==> config.mk <==
export PLATFORM = sky130hd
export DESIGN_NAME = aluDemo
export DESIGN_NICKNAME = d
export VERILOG_FILES = /design/src/aluDemoPkg.sv /design/src/pressDetect.sv /design/src/operandEntry.sv /design/src/alu.sv /design/src/resultCapture.sv /design/src/hexDecoder.sv /design/src/aluDemo.sv
export VERILOG_INCLUDE_DIRS = /design/src /design/src/include
export SDC_FILE = /design/constraint.sdc
export NUM_CORES = 1
export LEC_CHECK = 0
export ABC_AREA = 1
export BUFFER_PORTS_ARGS = -buffer_cell sky130_fd_sc_hd__clkbuf_2
export CORE_MARGIN = 2
export CORE_UTILIZATION = 55
export DETAILED_ROUTE_END_ITERATION = 12
export PLACE_DENSITY = 0.8
export RECOVER_POWER = 25
export SLEW_MARGIN = 20
export SYNTH_ARGS = -nofsm -noshare
export SYNTH_HDL_FRONTEND = slang
export SYNTH_SLANG_ARGS = --single-unit
==> constraint.sdc <==
create_clock -name clk -period 6.3 [get_ports clk]
set_input_delay 0.315 -clock clk [delete_from_list [all_inputs] [get_ports clk]]
set_output_delay 0.315 -clock clk [all_outputs]
set_load 0.005 [all_outputs]
==> src/include/aluDemoSettings_settings.svh <==
// Build-time sizes for the ALU demonstrator, shared by RTL and testbench
// ALU_WIDTH must equal four bits per digit times DIGIT_COUNT
// DIGIT_COUNT should be a power of two so the pointer wraps cleanly
// SYNC_STAGES must be at least 2
`ifndef ALU_DEMO_SETTINGS_SVH
`define ALU_DEMO_SETTINGS_SVH

// Operand and result width in bits
`define ALU_WIDTH 16

// Number of hex digits entered per operand
`define DIGIT_COUNT 4

// Flip-flops in each key synchronizer
`define SYNC_STAGES 2

`endif

==> src/aluDemoPkg.sv <==
// Shared types for the ALU demonstrator
// Encodings match the switch fields sw[6:4] and sw[9:8] directly
`default_nettype none

package aluDemoPkg;

	// Operation select from sw[6:4]
	typedef enum logic [2:0] {
		opAdd = 3'd0,
		opSub = 3'd1,
		opAnd = 3'd2,
		opOr  = 3'd3,
		opXor = 3'd4,
		// Signed compare, result is 1 when A < B
		opSlt = 3'd5,
		// Shift A left by B[3:0]
		opShl = 3'd6,
		// Logical shift A right by B[3:0]
		opShr = 3'd7
	} aluOp;

	// Entry and display mode from sw[9:8]
	typedef enum logic [1:0] {
		modeEditA = 2'd0,
		modeEditB = 2'd1,
		modeShowResult = 2'd2,
		// Same behavior as modeShowResult
		modeShowResultAlt = 2'd3
	} entryMode;

endpackage

`default_nettype wire

==> src/pressDetect.sv <==
// One-shot press detector for an active-low push button
// No debounce filter, so the key is assumed to be clean after synchronizing
// Pulse appears at the third clk edge after the key goes low
`default_nettype none
`timescale 1ns/1ps
`include "aluDemoSettings_settings.svh"

module pressDetect (
	input  logic clk,
	input  logic arstN,
	input  logic keyN,
	output logic pulse
);

	// Synchronizer chain on the inverted key, last stage is the clean level
	logic [`SYNC_STAGES-1:0] syncQ;
	// Level seen one cycle earlier
	logic pressedPrev;

	always_ff @(posedge clk or negedge arstN) begin
		if (!arstN) begin
			syncQ <= '0;
			pressedPrev <= 1'b0;
			pulse <= 1'b0;
		end else begin
			// Shift in the active-high press level
			syncQ <= {syncQ[`SYNC_STAGES-2:0], ~keyN};
			pressedPrev <= syncQ[`SYNC_STAGES-1];
			// Rising edge of the synchronized press
			pulse <= syncQ[`SYNC_STAGES-1] & ~pressedPrev;
		end
	end

endmodule

`default_nettype wire

==> src/operandEntry.sv <==
// Decode stage for operand entry, one hex nibble per enter press
// Digits load least significant first and the pointer wraps after the top digit
// Result modes hold the pointer at zero and ignore enter
`default_nettype none
`timescale 1ns/1ps
`include "aluDemoSettings_settings.svh"

module operandEntry (
	input  logic                             clk,
	input  logic                             arstN,
	input  aluDemoPkg::entryMode             mode,
	input  logic [3:0]                       nibble,
	input  logic                             enterPulse,
	output logic [`ALU_WIDTH-1:0]            opA,
	output logic [`ALU_WIDTH-1:0]            opB,
	output logic [$clog2(`DIGIT_COUNT)-1:0]  digitSel
);

	// Pointer width and last digit index
	localparam int selWidth = $clog2(`DIGIT_COUNT);
	localparam int nibbleWidth = 4;
	localparam logic [selWidth-1:0] lastDigit = selWidth'(`DIGIT_COUNT - 1);

	// Next pointer value with wrap back to digit 0
	logic [selWidth-1:0] digitNext;

	always_comb begin
		if (digitSel == lastDigit) begin
			digitNext = '0;
		end else begin
			digitNext = digitSel + 1'b1;
		end
	end

	always_ff @(posedge clk or negedge arstN) begin
		if (!arstN) begin
			opA <= '0;
			opB <= '0;
			digitSel <= '0;
		end else begin
			case (mode)
				aluDemoPkg::modeEditA: begin
					// Write the pointed digit of A, then step
					if (enterPulse) begin
						opA[digitSel*nibbleWidth +: nibbleWidth] <= nibble;
						digitSel <= digitNext;
					end
				end
				aluDemoPkg::modeEditB: begin
					// Same for B, A keeps its value
					if (enterPulse) begin
						opB[digitSel*nibbleWidth +: nibbleWidth] <= nibble;
						digitSel <= digitNext;
					end
				end
				default: begin
					// Either result mode restarts entry at digit 0
					digitSel <= '0;
				end
			endcase
		end
	end

endmodule

`default_nettype wire

==> src/alu.sv <==
// Execute stage, purely combinational
// Add, subtract and set-less-than share one adder
// Shift amount is B[3:0], so shifts beyond 15 are not reachable
// Carry and overflow are only meaningful for add and subtract
`default_nettype none
`timescale 1ns/1ps
`include "aluDemoSettings_settings.svh"

module alu (
	input  logic [`ALU_WIDTH-1:0] a,
	input  logic [`ALU_WIDTH-1:0] b,
	input  aluDemoPkg::aluOp      op,
	output logic [`ALU_WIDTH-1:0] result,
	output logic                  carry,
	output logic                  negative,
	output logic                  overflow,
	output logic                  zero
);

	localparam int msb = `ALU_WIDTH - 1;

	// Subtract and compare both take A + ~B + 1
	logic subtracting;
	logic arith;
	logic [`ALU_WIDTH-1:0] addB;
	// One extra bit holds the carry out
	logic [`ALU_WIDTH:0] sum;
	logic addOverflow;
	logic lessThan;
	logic [3:0] shamt;

	assign subtracting = (op == aluDemoPkg::opSub) || (op == aluDemoPkg::opSlt);
	assign arith = (op == aluDemoPkg::opAdd) || (op == aluDemoPkg::opSub);
	assign addB = subtracting ? ~b : b;
	assign sum = {1'b0, a} + {1'b0, addB} + {{`ALU_WIDTH{1'b0}}, subtracting};

	// Signed overflow when both adder inputs agree in sign and the sum does not
	assign addOverflow = (a[msb] == addB[msb]) && (sum[msb] != a[msb]);

	// Signed A < B from the difference sign, corrected by overflow
	assign lessThan = sum[msb] ^ addOverflow;

	assign shamt = b[3:0];

	always_comb begin
		case (op)
			aluDemoPkg::opAdd: result = sum[msb:0];
			aluDemoPkg::opSub: result = sum[msb:0];
			aluDemoPkg::opAnd: result = a & b;
			aluDemoPkg::opOr: result = a | b;
			aluDemoPkg::opXor: result = a ^ b;
			aluDemoPkg::opSlt: result = {{(`ALU_WIDTH-1){1'b0}}, lessThan};
			aluDemoPkg::opShl: result = a << shamt;
			aluDemoPkg::opShr: result = a >> shamt;
			default: result = '0;
		endcase
	end

	// Carry out of the adder, which for subtract means A >= B unsigned
	assign carry = arith ? sum[`ALU_WIDTH] : 1'b0;
	assign overflow = arith ? addOverflow : 1'b0;

	// Result-based flags for every operation
	assign negative = result[msb];
	assign zero = (result == '0);

endmodule

`default_nettype wire

==> src/resultCapture.sv <==
// Result stage, latches the ALU output and flags on each run press
// The display word is registered, so it trails the selected source by one edge
// flagLeds order is carry, negative, overflow, zero from bit 3 down
`default_nettype none
`timescale 1ns/1ps
`include "aluDemoSettings_settings.svh"

module resultCapture (
	input  logic                  clk,
	input  logic                  arstN,
	input  aluDemoPkg::entryMode  mode,
	input  logic                  runPulse,
	input  logic [`ALU_WIDTH-1:0] opA,
	input  logic [`ALU_WIDTH-1:0] opB,
	input  logic [`ALU_WIDTH-1:0] result,
	input  logic                  carry,
	input  logic                  negative,
	input  logic                  overflow,
	input  logic                  zero,
	output logic [`ALU_WIDTH-1:0] displayWord,
	output logic [3:0]            flagLeds
);

	// Last captured ALU result
	logic [`ALU_WIDTH-1:0] heldResult;

	// Capture only on run, hold otherwise
	always_ff @(posedge clk or negedge arstN) begin
		if (!arstN) begin
			heldResult <= '0;
			flagLeds <= '0;
		end else if (runPulse) begin
			heldResult <= result;
			flagLeds <= {carry, negative, overflow, zero};
		end
	end

	// Pick what the four digits show
	always_ff @(posedge clk or negedge arstN) begin
		if (!arstN) begin
			displayWord <= '0;
		end else begin
			case (mode)
				aluDemoPkg::modeEditA: displayWord <= opA;
				aluDemoPkg::modeEditB: displayWord <= opB;
				default: displayWord <= heldResult;
			endcase
		end
	end

endmodule

`default_nettype wire

==> src/hexDecoder.sv <==
// Hex digit to seven-segment pattern, active low for common-anode displays
// Bit 0 drives segment a and bit 6 drives segment g
`default_nettype none
`timescale 1ns/1ps

module hexDecoder (
	input  logic [3:0] digit,
	output logic [6:0] segments
);

	always_comb begin
		case (digit)
			4'h0: segments = 7'h40;
			4'h1: segments = 7'h79;
			4'h2: segments = 7'h24;
			4'h3: segments = 7'h30;
			4'h4: segments = 7'h19;
			4'h5: segments = 7'h12;
			4'h6: segments = 7'h02;
			4'h7: segments = 7'h78;
			4'h8: segments = 7'h00;
			4'h9: segments = 7'h10;
			// Letters A to F, with b and d in lower case
			4'hA: segments = 7'h08;
			4'hB: segments = 7'h03;
			4'hC: segments = 7'h46;
			4'hD: segments = 7'h21;
			4'hE: segments = 7'h06;
			4'hF: segments = 7'h0E;
			default: segments = 7'h7F;
		endcase
	end

endmodule

`default_nettype wire

==> src/aluDemo.sv <==
// Board top for the 16-bit ALU demonstrator, everything on clk
// sw[3:0] nibble, sw[6:4] operation, sw[9:8] mode, sw[7] has no function
// key[0] is enter and key[1] is run, both active low
`default_nettype none
`timescale 1ns/1ps
`include "aluDemoSettings_settings.svh"

module aluDemo (
	input  logic       clk,
	input  logic       arstN,
	input  logic [9:0] sw,
	input  logic [1:0] key,
	output logic [6:0] hex0,
	output logic [6:0] hex1,
	output logic [6:0] hex2,
	output logic [6:0] hex3,
	output logic [6:0] hex5,
	output logic [3:0] flagLeds
);

	// Switch fields
	aluDemoPkg::aluOp op;
	aluDemoPkg::entryMode mode;

	logic enterPulse;
	logic runPulse;
	logic [`ALU_WIDTH-1:0] opA;
	logic [`ALU_WIDTH-1:0] opB;
	logic [$clog2(`DIGIT_COUNT)-1:0] digitSel;
	logic [`ALU_WIDTH-1:0] result;
	logic carry;
	logic negative;
	logic overflow;
	logic zero;
	logic [`ALU_WIDTH-1:0] displayWord;

	assign op = aluDemoPkg::aluOp'(sw[6:4]);
	assign mode = aluDemoPkg::entryMode'(sw[9:8]);

	// Key edge pulses
	pressDetect u_enterPress (.clk(clk), .arstN(arstN), .keyN(key[0]), .pulse(enterPulse));
	pressDetect u_runPress (.clk(clk), .arstN(arstN), .keyN(key[1]), .pulse(runPulse));

	// Decode
	operandEntry u_operandEntry (
		.clk(clk), .arstN(arstN), .mode(mode), .nibble(sw[3:0]),
		.enterPulse(enterPulse), .opA(opA), .opB(opB), .digitSel(digitSel)
	);

	// Execute
	alu u_alu (
		.a(opA), .b(opB), .op(op), .result(result),
		.carry(carry), .negative(negative), .overflow(overflow), .zero(zero)
	);

	// Result capture and display select
	resultCapture u_resultCapture (
		.clk(clk), .arstN(arstN), .mode(mode), .runPulse(runPulse),
		.opA(opA), .opB(opB), .result(result),
		.carry(carry), .negative(negative), .overflow(overflow), .zero(zero),
		.displayWord(displayWord), .flagLeds(flagLeds)
	);

	// Four data digits, most significant on hex3
	hexDecoder u_hex0 (.digit(displayWord[3:0]), .segments(hex0));
	hexDecoder u_hex1 (.digit(displayWord[7:4]), .segments(hex1));
	hexDecoder u_hex2 (.digit(displayWord[11:8]), .segments(hex2));
	hexDecoder u_hex3 (.digit(displayWord[15:12]), .segments(hex3));

	// Digit pointer, zero-extended to a nibble
	hexDecoder u_hex5 (.digit(4'(digitSel)), .segments(hex5));

endmodule

`default_nettype wire

==> results of run 1 <==
state kept, by name (all words and copies together), names as in the netlist, 2 cells and up:
name                         flops
u_runPress.syncQ                 2
u_resultCapture.heldResult      15
u_resultCapture.displayWord     16
u_operandEntry.digitSel          2
u_operandEntry.opB              16
u_enterPress.syncQ               2
u_resultCapture.flagLeds         4
u_operandEntry.opA              16
power by group:
group	internal, mW	leakage (nW)	switching, mW
clock	0.325	0.156	0.235
sequential	0.575	0.910	0.120
combinational	0.381	2.99	0.721
total	1.28	4.06	1.08
area by class of cell:
type                            instances  area, µm²  area share [%]
Tap cell                              172        215            2.74
Timing Repair Buffer                   55        287            3.65
Inverter                              124        465            5.93
Clock inverter                          6       76.3           0.972
Multi-Input combinational cell        858       4640            59.1
Sequential cell                        77       1930            24.5
Clock buffer                           10        239            3.04
layout by cell type (no fill, tap or decap), types with 4 or more instances in the layout:
cell type  count
o2111ai_1      4
clkbuf_16      9
a21oi_1       55
or2_2          7
buf_4          5
nand3_1      120
xor2_1        16
inv_1        118
clkbuf_2      49
nand3b_1       4
dfrtp_1       77
nand2_1      310
nor2_1       101
inv_2          5
o221ai_1      10
nor3_1        15
o21ai_0       85
ha_1          81
a22oi_1        6
nand4_1        5
kinds of logic after synthesis:
logic type / count (synthesis) / share of synthesized area, %
compound gates: 187 / 14.8
xor+xnor: 16 / 1.93
fa+ha+maj: 82 / 14.3
buf+inv: 166 / 9.28
flops: 77 / 26.6
other cells: 1 / 0.0518
simple gates: 572 / 33.1
per-layer routing:
metal	track usage, %	wire (µm)	vias up
met5	0	0	-
met4	9.38	524	0
met3	8.78	2320	43
met2	48.9	9680	373
met1	43.4	9320	3550
li1	-	-	3666
worst min-delay path by stage:
stage | startpoint | end | slack, ps | depth (start not counted)
6_report | key[1] | u_runPress.syncQ[0]$_DFF_PN0_ | 80 | 2
5_1_grt | key[0] | u_enterPress.syncQ[0]$_DFF_PN0_ | 80 | 2
4_1_cts | key[1] | u_runPress.syncQ[0]$_DFF_PN0_ | 80 | 2
3_5_place_dp | u_runPress.syncQ[0]$_DFF_PN0_ | u_runPress.syncQ[1]$_DFF_PN0_ | 340 | 0
3_3_place_gp | u_runPress.syncQ[0]$_DFF_PN0_ | u_runPress.syncQ[1]$_DFF_PN0_ | 330 | 0
2_1_floorplan | arstN | u_enterPress.pressedPrev$_DFF_PN0_ | 20 | 0
through the flow:
step	power (mW)	worst slack [ps]	cell area, µm²
after CTS	2.34	2830	7860
after global placement	1.75	2840	7540
after floorplan	1.47	3630	7240
after global routing	2.55	1520	7850
final	2.36	2610	7850
after detailed placement	1.77	2810	7540
==> run metrics, run 1 <==
launch point of the worst path=arstN; Core ar.=0.0127 mm²; Post CTS Setup Buffer Count=0; crit path buf inv count=1; Post-synth EDFFs=0; die width=119 µm; Total Die Area=0.0141 mm²; cell family with most CP delay=buffers and inverters; largest net degree at the start of global routing=78; WP depth=1; Util after Layout=61.7%; slowest cell delay on critical path=2810 ps; layout cells sized above 1=7.88%; #FFs+latches synth=77; number of detailed-route iterations in the first pass=7; Port Buffers=50; Final ANT Viol Nets=0; largest cells by area after synthesis=dfrtp_1 27%, nand2_1 16%, ha_1 14%, nand3_1 8.3%, inv_1 6.1%; min Tclk post-route=3690 ps; Routed WL=21800 µm; Routed WL per cell=16.8 µm; Clock Pin Slew Worst Setup and Hold Paths=70 ps; residual DRC count=0; hpwl dp=16300 µm; net count after synthesis=1197; crit path capture=u_resultCapture.heldResult[7]$_DFFE_PN0P_; Setup crit start kind=input port; Synth Area per Inst=6.58 µm²; endpoints failing setup=0; placed cells=1286; first-pass GRT wire length=35100 µm; FMAX=271 MHz; Lkg Pwr=4.06 nW; failing checks=max-capacitance violations, max-slew violations; clk sinks=77; Gate Count Post-Synth=1101; worst reg2reg path depth=20; fin nets=1221; fin crit share=58.6%; initial antenna violation count=0; commonest register cell after synthesis=dfrtp_1; final hold viol count=0; ant diodes=0; hold_ws=83.0 ps; CTS root buf=clkbuf_16; hold crit path type=input port to flip-flop; vias in the first global route=6845; routability cong.=1.01; r2r setup slk=2680 ps; PwrDens=300 mW/mm²; RSZ-0062 raised after global routing=no; share of flip-flops with an asynchronous set or reset=100%; Synth top cells by count=310 x nand2_1, 120 x nand3_1, 118 x inv_1, 101 x nor2_1, 85 x o21ai_0; initial core utilization=56.9%; Layout Skew=7.82 ps; Slew Viols, Final=78; Avg Vias per Cell=5.86; CTS tree=built; Die Ht=119 µm; Slew headroom=-173%; DR vias=7632; CTS resizes=0; Ports=53; register area share after synthesis=26.6%; CTS buffer count=9; Mapped Area=0.00724 mm²; CP Max Fanout=77; Post-CTS Hold Fix Bufs=0; latest clock arrival within the worst-skew pair=360 ps; Synth Warn #=0; CP max-delay cell=clkbuf_1; Setup CP Type=input port to asynchronous set/reset pin; Worst setup EP type=asynchronous set/reset pin; 1st-iter DRT viols=803; crit-path cells=clkbuf_1; row count=41; Setup TNS Final=0 ps; Layout area overhead=8.43%; CP arrival=3210 ps; Yosys top cell area share=26.6%; Critical Path RT=5810 ps; Synth cell types=44; max-cap viol count=1; grt total ovfl=0; H-tree depth=3; RR Endpoint=u_resultCapture.flagLeds[0]$_DFFE_PN0P_; most frequent cell after synthesis=nand2_1; maximum buffer depth of the clock tree=2; outcome=finished with violations; RR Startpoint=u_operandEntry.opB[2]$_DFFE_PN0P_; non-filler cells, final=1302; Worst VDD drop=178 µV; Yosys top cell by area=dfrtp_1; Fillers=1250; Worst Max-Slew Pin Slew=4090 ps; GRT Total Usage=31.7%
Power figures use the tool's default switching activity.
==> run 2: changes to the inputs <==
- PLACE_DENSITY: 0.8 -> 0.83
- clock period: 6.3 -> 3 ns (I/O delays scaled with it)
==> run metrics, run 2 (synthesized netlist as in run 1, its figures left out) <==
outcome=finished with violations; failing checks=max-capacitance violations, max-slew violations; CTS buffer count=9 (unchanged); biggest regs=u_operandEntry.opA: 16 flops, u_operandEntry.opB: 16 flops, u_resultCapture.displayWord: 16 flops; Layout Skew=10.8 ps (+2.93 ps); CP Max Fanout=7 (-91%); Setup CP Type=flip-flop to flip-flop; Core ar.=0.0127 mm² (unchanged); layout cells sized above 1=9.36% (+1.5 points); clk sinks=77 (unchanged); hold crit path type=input port to flip-flop; met2 Track Usage GR=50.4% (+1.5 points); hold_ws=175 ps (+91.8 ps); min Tclk post-route=2580 ps; 1st-iter DRT viols=1034 (+29%); Worst VDD drop=438 µV (+150%); hpwl dp=17400 µm (+6.5%); Die Ht=119 µm (unchanged); vias in the first global route=7142 (+4.3%); CP arrival=2880 ps (-330 ps); fin worst setup slack=421 ps (-2190 ps); GRT Total Usage=32.9% (+1.2 points); number of detailed-route iterations in the first pass=7 (unchanged); Routed WL=22700 µm (+4.1%); row count=41 (unchanged); die width=119 µm (unchanged); maximum buffer depth of the clock tree=2 (unchanged); Final ANT Viol Nets=0 (unchanged); Lkg Pwr=4.15 nW (+2.3%); largest net degree at the start of global routing=78 (unchanged); max-cap viol count=1 (unchanged); CTS resizes=0 (unchanged); initial antenna violation count=0 (unchanged); endpoints failing setup=0 (unchanged); residual DRC count=0 (unchanged); FMAX=388 MHz; Post CTS Setup Buffer Count=0 (unchanged); Slew Viols, Final=78 (unchanged); H-tree depth=3 (unchanged); RSZ-0062 raised after global routing=no; Multi-input gate area=0.00464 mm² (unchanged); Total Die Area=0.0141 mm² (unchanged); DR vias=7782 (+2.0%); GR Layer Usage met1=46.0% (+2.6 points); fin nets=1245 (+2.0%); CTS tree=built; initial core utilization=56.9% (unchanged); Setup TNS Final=0 ps (unchanged); Setup crit start kind=flip-flop; Worst setup EP type=flip-flop; Sequential cell area=0.00193 mm² (unchanged); Post-CTS Hold Fix Bufs=3 (+3); Fillers=1204 (-3.7%); grt total ovfl=0 (unchanged); Slew headroom=-28.9% (+140 points); Routed WL per cell=17.1 µm (+2.2%); commonest non-fill, non-tap cell in the layout=nand2_1; latest clock arrival within the worst-skew pair=360 ps (about the same); Port Buffers=50 (unchanged); final hold viol count=0 (unchanged); Avg Vias per Cell=5.87 (+0.12%); commonest non-fill, non-tap cells in the layout=310 x nand2_1, 120 x nand3_1, 118 x inv_1; Top Usage Layer GRT=met2; fin crit share=86.0%; M3 GR Usage=7.00% (-1.8 points); PwrDens=620 mW/mm² (+110%); ant diodes=0 (unchanged); first-pass GRT wire length=36500 µm (+3.8%); Clock Pin Slew Worst Setup and Hold Paths=70 ps (about the same); Worst Max-Slew Pin Slew=1930 ps (-2160 ps); worst slack, placed=314 ps (-2500 ps); Critical Path RT=3300 ps (-2510 ps); Layout area overhead=10.7%; CTS root buf=clkbuf_16; Ports=53 (unchanged); routability cong.=1.06 (+4.5%)
## run 2: cell types whose count changed in the layout (fill, tap and decap cells not counted)
cell	change
clkinv_4	-1
clkbuf_1	+2
dlygate4sd3_1	+3
inv_6	+1
buf_12	+1
clkinvlp_4	+2
buf_4	+18
clkbuf_8	-1
bufinv_16	-1
## run 2: worst paths after layout
| path | startpoint | end | slack (ps) | cells after the start |
|---|---|---|---|---|
| max in group asynchronous | arstN | u_resultCapture.heldResult[2]$_DFFE_PN0P_ | 990 | 2 |
| max reg2reg | u_operandEntry.opB[0]$_DFFE_PN0P_ | u_resultCapture.flagLeds[0]$_DFFE_PN0P_ | 420 | 17 |
| min reg2reg | u_enterPress.syncQ[0]$_DFF_PN0_ | u_enterPress.syncQ[1]$_DFF_PN0_ | 350 | 0 |
| max | u_operandEntry.opB[0]$_DFFE_PN0P_ | u_resultCapture.flagLeds[0]$_DFFE_PN0P_ | 420 | 17 |
| min | sw[0] | u_operandEntry.opA[8]$_DFFE_PN0P_ | 170 | 5 |
| min in group asynchronous | arstN | u_enterPress.syncQ[0]$_DFF_PN0_ | 860 | 2 |
## run 2: where the power goes
| part | total, mW | switching, mW | internal, mW | leakage (nW) |
|---|---|---|---|---|
| Sequential | 1.43 | 0.219 | 1.21 | 0.910 |
| Clock | 1.09 | 0.509 | 0.578 | 0.135 |
| Combinational | 2.46 | 1.60 | 0.857 | 3.10 |
| Total | 4.97 | 2.33 | 2.64 | 4.15 |
## run 2: layer usage
layer	part of all wire, %	up-vias	wire [µm]
met5	0	-	0
met4	3.5	0	798
met3	12	74	2620
met2	43	444	9680
met1	42	3548	9640
li1	-	3716	-
## run 2: worst max-delay path, stage by stage, from the launching register on
cell and delay, ps:
dfrtp_1 520, inv_2 60, nand3_1 90, nand2_1 130, fa_1 410, nand2_1 110
nand2_1 60, nand2_1 50, inv_1 80, nand2_1 70, nand2_1 90, o21ai_0 230
nand3_1 140, nor2_1 130, nand3_1 80, nor2_1 90, nand3_1 100, nand2_1 70
## run 2: cell type report
class	instances	share of cell area (%)
clock buffer	9	2.81
clock inverter	7	0.765
timing repair buffer	79	5.98
sequential	77	24.0
inverter	124	5.81
tap	172	2.68
multi-input combinational	858	57.9
## run 2: stage by stage
step | power, mW | cells | util, % | area, µm²
2_1_floorplan | 3.08 | 1101 | - | 7240
3_3_place_gp | 3.76 | 1307 | 60.6 | 7710
3_5_place_dp | 3.81 | 1307 | 60.6 | 7710
4_1_cts | 4.90 | 1326 | 63.1 | 8030
5_1_grt | 5.35 | 1326 | 63.0 | 8020
6_report | 4.97 | 1326 | 63.0 | 8020
==> run 3: changes to the inputs <==
- PLACE_DENSITY: 0.83 -> 0.7
- clock period: 3 -> 3.27 ns (I/O delays scaled with it)
==> run metrics, run 3 (synthesized netlist as in run 1, its figures left out) <==
Worst Max-Slew Pin Slew=1910 ps (-27.8 ps); layout cells sized above 1=9.47% (+0.11 points); max-cap viol count=1 (unchanged); grt total ovfl=0 (unchanged); Setup CP Type=flip-flop to flip-flop; maximum buffer depth of the clock tree=2 (unchanged); Die Ht=119 µm (unchanged); Routed WL per cell=17.4 µm (+1.3%); GRT Total Usage=33.7% (+0.74 points); Worst VDD drop=354 µV (-19%); routability cong.=1.03 (-2.8%); r2r setup slk=660 ps (+240 ps); biggest regs=u_operandEntry.opA: 16 flops, u_operandEntry.opB: 16 flops, u_resultCapture.displayWord: 16 flops; worst reg2reg path depth=18 (+1); Worst setup EP type=flip-flop; ant diodes=0 (unchanged); H-tree depth=3 (unchanged); fin nets=1242 (-0.24%); Port Buffers=50 (unchanged); Critical Path RT=3520 ps (+220 ps); Layout area overhead=10.9%; combinational fraction of design power=48.3% (-1.2 points); fin crit share=79.8% (-6.1 points); CTS root buf=clkbuf_16; number of detailed-route iterations in the first pass=6 (-1); commonest non-fill, non-tap cell in the layout=nand2_1; Reg power frac=28.7% (about the same); Post CTS Setup Buffer Count=0 (unchanged); Layout Skew=9.97 ps (-0.786 ps); Hold Crit Depth=5 (unchanged); Sequential cell area=0.00193 mm² (unchanged); cell area after layout=0.00803 mm² (+0.14%); clk sinks=77 (unchanged); Clock Pin Slew Worst Setup and Hold Paths=70 ps (about the same); initial core utilization=56.9% (unchanged); Core ar.=0.0127 mm² (unchanged); 1st-iter DRT viols=737 (-29%); row count=41 (unchanged); residual DRC count=0 (unchanged); Tot Pwr=4.64 mW (-6.8%); die width=119 µm (unchanged); sw frac=45.7% (-1.1 points); failing checks=max-capacitance violations, max-slew violations; Setup TNS Final=0 ps (unchanged); Internal=2.52 mW (-4.8%); Routed WL=23000 µm (+1.0%); commonest non-fill, non-tap cells in the layout=310 x nand2_1, 120 x nand3_1, 118 x inv_1; FMAX=383 MHz (-1.2%); CP Max Fanout=5 (-2); DR vias=7572 (-2.7%); hold wc startpoint=sw[3]; largest net degree at the start of global routing=78 (unchanged); initial antenna violation count=0 (unchanged); CTS resizes=0 (unchanged); Avg Vias per Cell=5.72 (-2.5%); Switching Power=2.12 mW (-9.0%); first-pass GRT wire length=36600 µm (+0.42%); Total Die Area=0.0141 mm² (unchanged); Ports=53 (unchanged); RSZ-0062 raised after global routing=no; hold crit path type=input port to flip-flop; Setup crit start kind=flip-flop; Lkg Pwr=4.16 nW (+0.31%); Clk pwr share=23.1% (+1.2 points); RR Endpoint=u_resultCapture.flagLeds[0]$_DFFE_PN0P_; Slew Viols, Final=78 (unchanged); hpwl dp=17600 µm (+1.2%); Multi-input gate area=0.00464 mm² (unchanged); PwrDens=578 mW/mm² (-6.9%); Final ANT Viol Nets=0 (unchanged); Slew headroom=-27.1% (+1.9 points); Post-CTS Hold Fix Bufs=2 (-1); vias in the first global route=7001 (-2.0%); final hold viol count=0 (unchanged); outcome=finished with violations; CP arrival=2860 ps (-20 ps); Hold Path End=u_operandEntry.opA[11]$_DFFE_PN0P_; Fillers=1287 (+6.9%); min Tclk post-route=2610 ps (+31.8 ps); RR Startpoint=u_operandEntry.opB[3]$_DFFE_PN0P_; Area after DPL=0.00770 mm² (-0.19%); endpoints failing setup=0 (unchanged); CTS buffer count=9 (unchanged); latest clock arrival within the worst-skew pair=360 ps (about the same); CTS tree=built
run 3: power groups by stage:
stage | logic (mW) | registers [mW] | clock network [mW]
3_5_place_dp | 2.17 | 1.34 | 0
3_3_place_gp | 2.16 | 1.33 | 0
5_1_grt | 2.54 | 1.35 | 1.12
4_1_cts | 2.19 | 1.32 | 1.08
6_report | 2.24 | 1.33 | 1.07
2_1_floorplan | 1.60 | 1.23 | 0
run 3: how the worst max path moves through the flow:
| stage | depth (start not counted) | start | slack (ps) | end |
|---|---|---|---|---|
| after floorplan | 21 | sw[5] | 750 | u_resultCapture.flagLeds[0]$_DFFE_PN0P_ |
| after detailed placement | 22 | sw[5] | 560 | u_resultCapture.flagLeds[0]$_DFFE_PN0P_ |
| after global placement | 21 | sw[5] | 610 | u_resultCapture.flagLeds[0]$_DFFE_PN0P_ |
| after CTS | 18 | u_operandEntry.opB[3]$_DFFE_PN0P_ | 680 | u_resultCapture.flagLeds[0]$_DFFE_PN0P_ |
| after global routing | 17 | u_operandEntry.opB[10]$_DFFE_PN0P_ | 410 | u_resultCapture.flagLeds[0]$_DFFE_PN0P_ |
| final | 18 | u_operandEntry.opB[3]$_DFFE_PN0P_ | 660 | u_resultCapture.flagLeds[0]$_DFFE_PN0P_ |
run 3: layout make-up:
type / count / share of cell area (%)
timing repair buffer: 76 / 5.77
sequential: 77 / 24.0
inverter: 124 / 5.80
clock buffer: 10 / 2.98
tap: 172 / 2.68
multi-input combinational: 858 / 57.8
clock inverter: 6 / 0.935
run 3: through the flow:
| stage | std cells | hold WS (ps) | utilization (%) | setup WS, ps |
|---|---|---|---|---|
| after global routing | 1323 | 237 | 63.1 | 411 |
| final | 1323 | 185 | 63.1 | 659 |
| after global placement | 1305 | 310 | 60.5 | 606 |
| after CTS | 1323 | 8.70 | 63.1 | 684 |
| after detailed placement | 1305 | 315 | 60.5 | 563 |
| after floorplan | 1101 | -132 | - | 750 |
run 3: critical path, cell delays in order, from the launching register on:
cell and delay (ps):
dfrtp_1 450, inv_1 150, xor2_1 180, ha_1 310, or2_2 280, nand2_1 60
inv_1 80, nand2_1 70, nand2_1 80, nand2_1 70, nand2_1 60, nand2_1 60
nand2_1 50, o21ai_1 300, nor2_1 70, nand2_1 70, nor2_1 40, nand3_1 60
nand2_1 50
run 3: routing by layer:
metal	share of wire, %	global-route usage [%]	vias to the layer above
li1	-	-	3703
met1	43	46.0	3425
met2	42	49.5	381
met3	11	9.94	63
met4	4.0	13.9	0
met5	0	0	-
